<file path="config.mk">
export PLATFORM = sky130hd
export DESIGN_NAME = matrix_host
export DESIGN_NICKNAME = d
export VERILOG_FILES = /design/src/verilog/matrix_pkg.sv /design/src/verilog/pattern_lfsr.sv /design/src/verilog/elem_op_unit.sv /design/src/verilog/matrix_sequencer.sv /design/src/verilog/result_bank.sv /design/src/verilog/matrix_host.sv
export SDC_FILE = /design/constraint.sdc
export NUM_CORES = 1
export LEC_CHECK = 0
export CAP_MARGIN = 20
export CORE_ASPECT_RATIO = 1.4
export CORE_MARGIN = 5
export CORE_UTILIZATION = 64
export DETAILED_ROUTE_END_ITERATION = 16
export DONT_BUFFER_PORTS = 1
export HOLD_SLACK_MARGIN = 0.06
export PLACE_DENSITY_LB_ADDON = 0.1
export SETUP_SLACK_MARGIN = 0.2
export SLEW_MARGIN = 0
export SYNTH_ARGS = -nofsm -noshare
export SYNTH_HDL_FRONTEND = slang
export SYNTH_SLANG_ARGS = --single-unit
</file>
<file path="constraint.sdc">
create_clock -name clk -period 34.8 [get_ports clk]
set_clock_uncertainty 0.05 [all_clocks]
set_input_delay 5.22 -clock clk [delete_from_list [all_inputs] [get_ports clk]]
set_output_delay 5.22 -clock clk [all_outputs]
set_load 0.05 [all_outputs]
</file>
<file path="src/verilog/matrix_pkg.sv">
/* Shared sizes, element types, operation codes and seed for the matrix element engine.
   Every module of the engine refers to these definitions. */
package matrix_pkg;

    // Matrix dimension, rows equal columns
    parameter int mat_dim = 4;

    typedef logic [7:0]  elem_t;  // Operand element
    typedef logic [15:0] res_t;   // Result element

    // Element-wise operation codes
    typedef enum logic [2:0] {
        op_add  = 3'd0,  // a + b
        op_sub  = 3'd1,  // a - b, wraps
        op_mul  = 3'd2,  // a * b
        op_mac  = 3'd3,  // a * b + c
        op_xor  = 3'd4,  // {d, a ^ b ^ e}
        op_max  = 3'd5,  // Unsigned max of a and b
        op_wsum = 3'd6,  // a * c + b * d
        op_sum5 = 3'd7   // a + b + c + d + e
    } op_t;

    // One request to the element operation unit, 43 bits
    typedef struct packed {
        elem_t a;
        elem_t b;
        elem_t c;
        elem_t d;
        elem_t e;
        op_t   op;
    } elem_req_t;

    // Pattern lanes taken from the shift register
    typedef struct packed {
        elem_t c;  // Bits 31:24
        elem_t d;  // Bits 23:16
        elem_t e;  // Bits 15:8
    } pat_bytes_t;

    // Whole matrices, indexed [row][col]
    typedef elem_t [mat_dim-1:0][mat_dim-1:0] mat_in_t;   // 128 bits
    typedef res_t  [mat_dim-1:0][mat_dim-1:0] mat_out_t;  // 256 bits

    // Reset value of the pattern register
    parameter logic [95:0] pat_seed = 96'h123456789ABCDEF012345678;

endpackage

</file>
<file path="src/verilog/pattern_lfsr.sv">
/* Pattern register for the c, d and e operands.
   Loads the seed on reset and advances one position per step strobe. */
`timescale 1ns/1ps

module pattern_lfsr #(
    parameter logic [95:0] PATTERN_SEED = matrix_pkg::pat_seed
) (
    input  logic                   clk,
    input  logic                   rst,
    input  logic                   step,
    output matrix_pkg::pat_bytes_t pat
);

    logic [95:0] lfsr_q;
    logic        fb;

    // Taps at the top bit of each 32-bit word
    assign fb = lfsr_q[95] ^ lfsr_q[63] ^ lfsr_q[31];

    always_ff @(posedge clk or posedge rst) begin
        if (rst) begin
            lfsr_q <= PATTERN_SEED;
        end else if (step) begin
            lfsr_q <= {lfsr_q[94:0], fb};  // Shift left, feed in at bit 0
        end
    end

    // Three byte lanes from the low word
    assign pat = '{
        c: lfsr_q[31:24],
        d: lfsr_q[23:16],
        e: lfsr_q[15:8]
    };

endmodule

</file>
<file path="src/verilog/elem_op_unit.sv">
/* Combinational element operation unit.
   Maps one element request to a 16-bit result by the published rule of its code. */
`timescale 1ns/1ps

module elem_op_unit (
    input  matrix_pkg::elem_req_t req,
    output matrix_pkg::res_t      y
);

    import matrix_pkg::*;

    // Operands widened to result width, all math wraps at 16 bits
    res_t a_w;
    res_t b_w;
    res_t c_w;
    res_t d_w;
    res_t e_w;

    assign a_w = {8'h00, req.a};
    assign b_w = {8'h00, req.b};
    assign c_w = {8'h00, req.c};
    assign d_w = {8'h00, req.d};
    assign e_w = {8'h00, req.e};

    always_comb begin
        case (req.op)
            op_add: begin
                y = a_w + b_w;
            end
            op_sub: begin
                y = a_w - b_w;  // Negative results wrap
            end
            op_mul: begin
                y = a_w * b_w;
            end
            op_mac: begin
                y = a_w * b_w + c_w;
            end
            op_xor: begin
                // Pattern byte d on top, mixed operands below
                y = {req.d, req.a ^ req.b ^ req.e};
            end
            op_max: begin
                y = (req.a > req.b) ? a_w : b_w;
            end
            op_wsum: begin
                y = a_w * c_w + b_w * d_w;
            end
            op_sum5: begin
                y = a_w + b_w + c_w + d_w + e_w;
            end
            default: begin
                y = '0;
            end
        endcase
    end

endmodule

</file>
<file path="src/verilog/matrix_sequencer.sv">
/* Job FSM of the matrix engine. Walks positions in row-major order, builds requests,
   writes each result to the bank and steps the pattern register once per element. */
`timescale 1ns/1ps

module matrix_sequencer #(
    parameter int MATRIX_SIZE = matrix_pkg::mat_dim
) (
    input  logic                           clk,
    input  logic                           rst,
    input  matrix_pkg::mat_in_t            mat_a,
    input  matrix_pkg::mat_in_t            mat_b,
    input  matrix_pkg::op_t                op,
    input  logic                           start,
    input  matrix_pkg::pat_bytes_t         pat,
    input  matrix_pkg::res_t               y,
    output matrix_pkg::elem_req_t          req,
    output logic                           wr_en,
    output logic [$clog2(MATRIX_SIZE)-1:0] wr_row,
    output logic [$clog2(MATRIX_SIZE)-1:0] wr_col,
    output matrix_pkg::res_t               wr_data,
    output logic                           step,
    output logic                           ready
);

    import matrix_pkg::*;

    localparam int idx_w = $clog2(MATRIX_SIZE);
    localparam logic [idx_w-1:0] last_idx = idx_w'(MATRIX_SIZE - 1);

    typedef enum logic [1:0] {
        st_idle,
        st_compute,
        st_next,
        st_complete
    } state_t;

    state_t           state;
    logic [idx_w-1:0] row;
    logic [idx_w-1:0] col;
    op_t              op_q;  // Code of the running job

    // Request for the current position
    assign req = '{
        a:  mat_a[row][col],
        b:  mat_b[row][col],
        c:  pat.c,
        d:  pat.d,
        e:  pat.e,
        op: op_q
    };

    always_ff @(posedge clk or posedge rst) begin
        if (rst) begin
            state <= st_idle;
            row   <= '0;
            col   <= '0;
            op_q  <= op_add;
            wr_en <= 1'b0;
            step  <= 1'b0;
            ready <= 1'b0;
        end else begin
            wr_en <= 1'b0;  // Strobes last one cycle
            step  <= 1'b0;
            ready <= 1'b0;
            case (state)
                st_idle: begin
                    if (start) begin  // Start only seen here
                        row   <= '0;
                        col   <= '0;
                        op_q  <= op;
                        state <= st_compute;
                    end
                end
                st_compute: begin
                    wr_en <= 1'b1;
                    step  <= 1'b1;  // Pattern advances with the write
                    state <= st_next;
                end
                st_next: begin
                    if (col != last_idx) begin
                        col   <= col + 1'b1;
                        state <= st_compute;
                    end else if (row != last_idx) begin
                        col   <= '0;
                        row   <= row + 1'b1;
                        state <= st_compute;
                    end else begin
                        state <= st_complete;  // Last write lands this edge
                    end
                end
                st_complete: begin
                    ready <= 1'b1;
                    state <= st_idle;
                end
                default: begin
                    state <= st_idle;
                end
            endcase
        end
    end

    // Result and position captured together with wr_en
    always_ff @(posedge clk) begin
        if (state == st_compute) begin
            wr_row  <= row;
            wr_col  <= col;
            wr_data <= y;
        end
    end

endmodule

</file>
<file path="src/verilog/result_bank.sv">
/* Registered bank of result elements for the matrix engine.
   Written one element per wr_en and read as a whole matrix. */
`timescale 1ns/1ps

module result_bank #(
    parameter int MATRIX_SIZE = matrix_pkg::mat_dim
) (
    input  logic                           clk,
    input  logic                           rst,
    input  logic                           wr_en,
    input  logic [$clog2(MATRIX_SIZE)-1:0] wr_row,
    input  logic [$clog2(MATRIX_SIZE)-1:0] wr_col,
    input  matrix_pkg::res_t               wr_data,
    output matrix_pkg::mat_out_t           result
);

    localparam int idx_w = $clog2(MATRIX_SIZE);

    // One write decode per element
    always_ff @(posedge clk or posedge rst) begin
        if (rst) begin
            result <= '0;  // Bank reads zero after reset
        end else if (wr_en) begin
            for (int r = 0; r < MATRIX_SIZE; r++) begin
                for (int c = 0; c < MATRIX_SIZE; c++) begin
                    if (wr_row == idx_w'(r) && wr_col == idx_w'(c)) begin
                        result[r][c] <= wr_data;
                    end
                end
            end
        end
    end

endmodule

</file>
<file path="src/verilog/matrix_host.sv">
/* Top level of the matrix element engine.
   Host loads two matrices and an op code, pulses start and waits for the ready strobe. */
`timescale 1ns/1ps

module matrix_host #(
    parameter int          MATRIX_SIZE  = matrix_pkg::mat_dim,
    parameter logic [95:0] PATTERN_SEED = matrix_pkg::pat_seed
) (
    input  logic                 clk,
    input  logic                 rst,
    input  matrix_pkg::mat_in_t  mat_a,
    input  matrix_pkg::mat_in_t  mat_b,
    input  matrix_pkg::op_t      op,
    input  logic                 start,
    output matrix_pkg::mat_out_t result,
    output logic                 ready
);

    import matrix_pkg::*;

    elem_req_t                      req;
    res_t                           y;
    pat_bytes_t                     pat;
    logic                           step;
    logic                           wr_en;
    logic [$clog2(MATRIX_SIZE)-1:0] wr_row;
    logic [$clog2(MATRIX_SIZE)-1:0] wr_col;
    res_t                           wr_data;

    matrix_sequencer #(
        .MATRIX_SIZE (MATRIX_SIZE)
    ) seq_i (
        .clk     (clk),
        .rst     (rst),
        .mat_a   (mat_a),
        .mat_b   (mat_b),
        .op      (op),
        .start   (start),
        .pat     (pat),
        .y       (y),
        .req     (req),
        .wr_en   (wr_en),
        .wr_row  (wr_row),
        .wr_col  (wr_col),
        .wr_data (wr_data),
        .step    (step),
        .ready   (ready)
    );

    pattern_lfsr #(
        .PATTERN_SEED (PATTERN_SEED)
    ) lfsr_i (
        .clk  (clk),
        .rst  (rst),
        .step (step),
        .pat  (pat)
    );

    // Zero latency, result sampled by the sequencer
    elem_op_unit op_i (
        .req (req),
        .y   (y)
    );

    result_bank #(
        .MATRIX_SIZE (MATRIX_SIZE)
    ) bank_i (
        .clk     (clk),
        .rst     (rst),
        .wr_en   (wr_en),
        .wr_row  (wr_row),
        .wr_col  (wr_col),
        .wr_data (wr_data),
        .result  (result)
    );

endmodule

</file>
# After elaboration in Yosys (flattened, before gate mapping)
# Index checks and enable logic that the tools add are counted.
# totals
output_inout_bits	257
in_bits	262
wordCells	130
reg_bits	383
# classes
magnitude_cmp	3
mul	3
n_bitwise	4
eq_ne	22
muxes	23
add_sub_neg	9
reduce_logical	40
# op_table
cell	count
$bmux W32 S2	2
$pmux W16 S8	1
$add A16 B8 Y16	4
$mux W32	2
$mul A8 B8 Y16	3
$reduce_and A2 Y1	17
$bmux W8 S2	2
$mux W8	3
$add A16 B16 Y16	1
$logic_and A1 B1 Y1	16
$mux W2	8
$xor A8 B8 Y8	2
$eq A2 B2 Y1 const B	6
$eq A3 B3 Y1 const B	4
$add A8 B8 Y9	1
$sub A8 B8 Y9	1
$gt A8 B8 Y1	1
$ne A2 B2 Y1 const B	4
$pmux W2 S2	2
$pmux W2 S4	1
$eq A2 B1 Y1 const B	3
$eq A3 B2 Y1 const B	2
$logic_not A2 Y1	3
$lt A2 B3 Y1 const B	2
10 further kinds	13

# Longest topological paths before layout
# depth
word_depth	9
depth_mapped	28
mapped_depth_nobuf	25

# Hierarchy
# From an unflattened synthesis, not the netlist that was laid out.
# unflattened
hier_cells	2120
area_unflattened_um2	25911.1
# by_module_without_submodules
mod	seq_area_each_um2	area_per_inst_um2	cells_each	instances
result_bank	6406.1	9654.3	575	1
elem_op_unit	0.0	9018.6	1097	1
pattern_lfsr	2458.6	4028.9	229	1
matrix_sequencer	875.8	3209.3	219	1

# Worst setup path after synthesis
# Ideal clock, no wire load.
# synth_path
kind	input -> register
startpoint	input mat_a[122] (netlist bit)
endpoint	register seq_i.wr_data[15] (data pin)
path_stages	23
slack_ns	23.392
required_time_ns	34.479
setup_ns	0.271
path_buffers	1
arrival_time_ns	11.087
path_cell_list	mux4_2 -> mux4_2 -> clkbuf_1 -> and2_1 -> fa_1 -> inv_1 -> fa_1 -> fa_1 -> inv_1 -> fa_1 -> fa_1 -> inv_1 -> fa_1 -> inv_1 -> ha_1 -> a21o_1 -> a21o_1 -> a21oi_1 -> o21ba_2 -> nor2b_1 -> a311oi_1 -> xnor2_1 -> o221ai_1
# synth_via
elab_chain_cells	9
word_cells_on_any_way	14
cone_classes	add/sub: 7; mul: 2; mux: 5
# synth_rtl
element	line	source
start: declaration	matrix_host.sv:11	input matrix_pkg::mat_in_t mat_a,
$bmux W32 S2 *	matrix_sequencer.sv:44	a: mat_a[row][col],
$mux W32 (implied by the code) *	matrix_sequencer.sv:44	
$bmux W8 S2 *	matrix_sequencer.sv:44	
$mux W8 (implied by the code) *	matrix_sequencer.sv:44	
$add A8 B8 Y9	elem_op_unit.sv:50	y = a_w + b_w + c_w + d_w + e_w;
$add A16 B8 Y16 (3 in a row)	elem_op_unit.sv:50	
$pmux W16 S8 *	elem_op_unit.sv:26	case (req.op)
net op_i.y[15]	elem_op_unit.sv:7	output matrix_pkg::res_t y
end signal: assignment	matrix_sequencer.sv:107	wr_data <= y;
end: declaration	matrix_sequencer.sv:20	output matrix_pkg::res_t wr_data,
# The timed path passes the listed nets; every way through them passes the cells marked *. The select of a mux whose other input is x is not followed.
# A chain may end at the register's enable or synchronous reset.

# Final worst setup path
# layout_path
startpoint	input mat_b[125] (netlist bit)
endpoint	register seq_i.wr_data[15] (data pin)
# layout_via
elab_chain_cells	9
word_cells_on_any_way	14
cone_classes	add/sub: 7; mul: 2; mux: 5
# layout_rtl
element	line	source
start: declaration	matrix_host.sv:12	input matrix_pkg::mat_in_t mat_b,
$bmux W32 S2 *	matrix_sequencer.sv:45	b: mat_b[row][col],
$mux W32 (implied by the code) *	matrix_sequencer.sv:45	
$bmux W8 S2 *	matrix_sequencer.sv:45	
$mux W8 (implied by the code) *	matrix_sequencer.sv:45	
$add A8 B8 Y9	elem_op_unit.sv:50	
$add A16 B8 Y16 (3 in a row)	elem_op_unit.sv:50	
$pmux W16 S8 *	elem_op_unit.sv:26	
net op_i.y[15]	elem_op_unit.sv:7	
# Marks and branches as above.

==> impl_metrics.yaml <==
synthesis:
  synth-async-reset-ratio_pct: 94.78
  yosys_warnings: 0
  synth_area_per_cell_um2: 12.21
  syn_nets: 2599
  ys_seq_area_share_pct: 38.91
  synth-main-ff-cell: "dfrtp_1"
  ys_ff_latch: 383
  synth_edf_count: 20
  syn_area_mm2: 0.02504
  synthCells: 2050
  synth.distinct_cells: 63
route:
  vias: 16627
  first_pass_iters: 5
  finalWirelength_um: 79620
  drc_errors: 0
  avgRoutedWirePerCell_um: 31.08
  drt_iter0_drc: 1214
  vias_per_cell: 6.490
  ant_nets: 0
finish:
  syn_to_final_growth_pct: 6.937
  drive_above_1_share_pct: 28.54
  stdcell_area_mm2: 0.02677
  postLayoutCoreUtil_pct: 69.35
  nets: 2550
  fill_cells: 2797
floorplanning:
  die_y_um: 244.0
  io_pins: 519
  dieArea_mm2: 0.04323
  core_area_mm2: 0.03861
  fp-row-count: 85
  initial_core_util_pct: 64.85
  die_w_um: 177.2
worst_setup_path:
  critPathLaunchType: "primary input"
  reg2reg_slack_ps: 26150
  slowest_delay_ps: 750
  end_kind: "register"
  cp_max_fo: 12
  criticalPathCategory: "primary input to register"
  crit_top_cell: "fa_1"
  slowest_stage: "a2111oi_1"
  path_cells: "mux4_2 -> mux4_2 -> inv_2 -> nor2_1 -> fa_1 -> inv_1 -> fa_1 -> inv_1 -> fa_1 -> fa_1 -> fa_1 -> inv_1 -> fa_1 -> inv_1 -> ha_1 -> a2111oi_1 -> nor2_1 -> a311oi_1 -> xnor2_1 -> o221ai_1"
  worst_r2r_path_depth: 21
  crit_arrival_ps: 11950
  required_ps: 35050
clocking:
  cts_buffer_depth: 3
  path_clk_slew_ps: 70
  cts_tree: "yes"
  cts_resized: 0
  cts_sinks: 383
  holdBufCountCts: 0
  cts-htree-levels: 2
  numCtsBuffers: 37
  clk_latency_ps: 560
  clockRootBuffer: "clkbuf_16"
  cts_setup_buffers: 0
sta:
  grt_setup_unrepaired: "no"
  tns_ps: 0
  post-route-period-util_pct: 33.63
  setup_viol: 0
  min_period_ps: 11700
  whs_ps: 444.0
  drv_slew: 0
  fmax_mhz: 85.45
  hold_viol: 0
  tightestPinTransition_ps: 1180
  slew_headroom_pct: 20.88
place:
  hpwl_um: 60760
  port_buffers: 0
  gp_congestion: 1.133
  dpl_cell_area_mm2: 0.02543
grt:
  antenna_found_initial: 23
  grt_pass1_vias: 18368
  grt_overflow: 0
  grt_usage_pct: 37.00
  grt_max_degree: 98
  grt_pass1_wl_um: 117900
outcome:
  status: "complete, no violations"
min_path:
  hold_depth: 1
  hold_class: "register to register"
run:
  maxCapViolations: 0
registers in the layout, indices dropped and copies added (netlist names), 2 cells and up:
name,cells
seq_i.wr_col,2
seq_i.wr_row,2
seq_i.op_q,3
seq_i.state,2
seq_i.row,2
seq_i.col,2
bank_i.result,256
seq_i.wr_data,16
lfsr_i.lfsr_q,96
cell usage in the layout (no fill, tap or decap), types with 19 or more instances in the layout:
cell type / instances
mux4_2: 81
buf_4: 19
xor2_1: 25
ha_1: 136
nor2_1: 71
a21oi_1: 48
mux2_2: 345
dfrtp_1: 315
dfstp_2: 45
inv_1: 243
edfxtp_1: 20
nand2_1: 117
o21ai_0: 39
fa_1: 151
and2_1: 86
xnor2_1: 40
clkbuf_16: 38
cell type report:
type	instances	area, µm²	share of cell area [%]
multi-input combinational	1303	13910	51.96
sequential	383	9749	36.42
clock buffer	54	1081	4.038
inverter	254	960.9	3.589
tap	522	653.1	2.440
timing repair buffer	22	205.2	0.7665
clock inverter	13	185.2	0.6917
antenna	11	27.53	0.1028
kinds of logic after synthesis:
logic type               Yosys count  synth area share, %
multiplexers                     429                22.92
adder cells (fa/ha/maj)          287                18.87
AND/OR/NAND/NOR                  331                6.282
AO/OA/AOI/OAI                    191                5.088
flip-flops                       383                38.91
buffers and inverters            364                5.652
XOR/XNOR                          65                2.274
final timing paths:
path / startpoint / to
worst max-delay path: mat_b[125] / seq_i.wr_data[15]$_DFFE_PP_
min in group asynchronous: rst / bank_i.result[75]$_DFFE_PP0P_
worst min register to register: lfsr_i.lfsr_q[79]$_DFFE_PP0P_ / lfsr_i.lfsr_q[80]$_DFFE_PP0P_
max in group asynchronous: rst / lfsr_i.lfsr_q[83]$_DFFE_PP0P_
worst min-delay path: lfsr_i.lfsr_q[79]$_DFFE_PP0P_ / lfsr_i.lfsr_q[80]$_DFFE_PP0P_
worst max register to register: seq_i.row[0]$_DFFE_PP0P_ / seq_i.wr_data[15]$_DFFE_PP_
routing by layer:
metal | part of all wire, % | global-route usage, %
met4 | 7.7 | 23.18
met3 | 11 | 13.22
met5 | 0.24 | 0
met2 | 47 | 58.90
met1 | 34 | 42.58
synth_stat cells (all sizes together), types with 8 or more instances:
library cell	instances	area [µm²]
a21oi	48	240.2
clkbuf	87	327.8
and2	86	538.0
ha	136	1702
nor3	9	45.04
a211oi	9	67.56
o21bai	8	60.06
o21ai	42	210.2
a21o	16	120.1
xor2	25	219.0
mux2	345	3885
xnor2	40	350.3
a221oi	10	100.1
fa	151	3023
nand3	11	55.05
dfstp	45	1182
nand2	117	439.2
o211ai	8	60.06
nor2	77	289.0
dfrtp	318	7958
inv	252	945.9
buf	23	133.9
mux4	81	1824
edfxtp	20	600.6
critical path, delay by kind of cell:
kind | cells | cell delay (ps)
buffers and inverters | 5 | 470
multiplexers | 2 | 1150
adder cells (fa/ha/maj) | 7 | 3310
XOR/XNOR | 1 | 200
AND/OR/NAND/NOR | 2 | 300
AO/OA/AOI/OAI | 3 | 1280
stage by stage:
stage,std cells,setup WS (ps)
floorplan,2050,19530
global placement,2481,22630
detailed placement,2482,22620
CTS,2549,23210
global route,2561,22890
finish,2562,23100
Power is not shown: default switching activity piles up to over one toggle a cycle in this logic, so the estimate is an artifact.
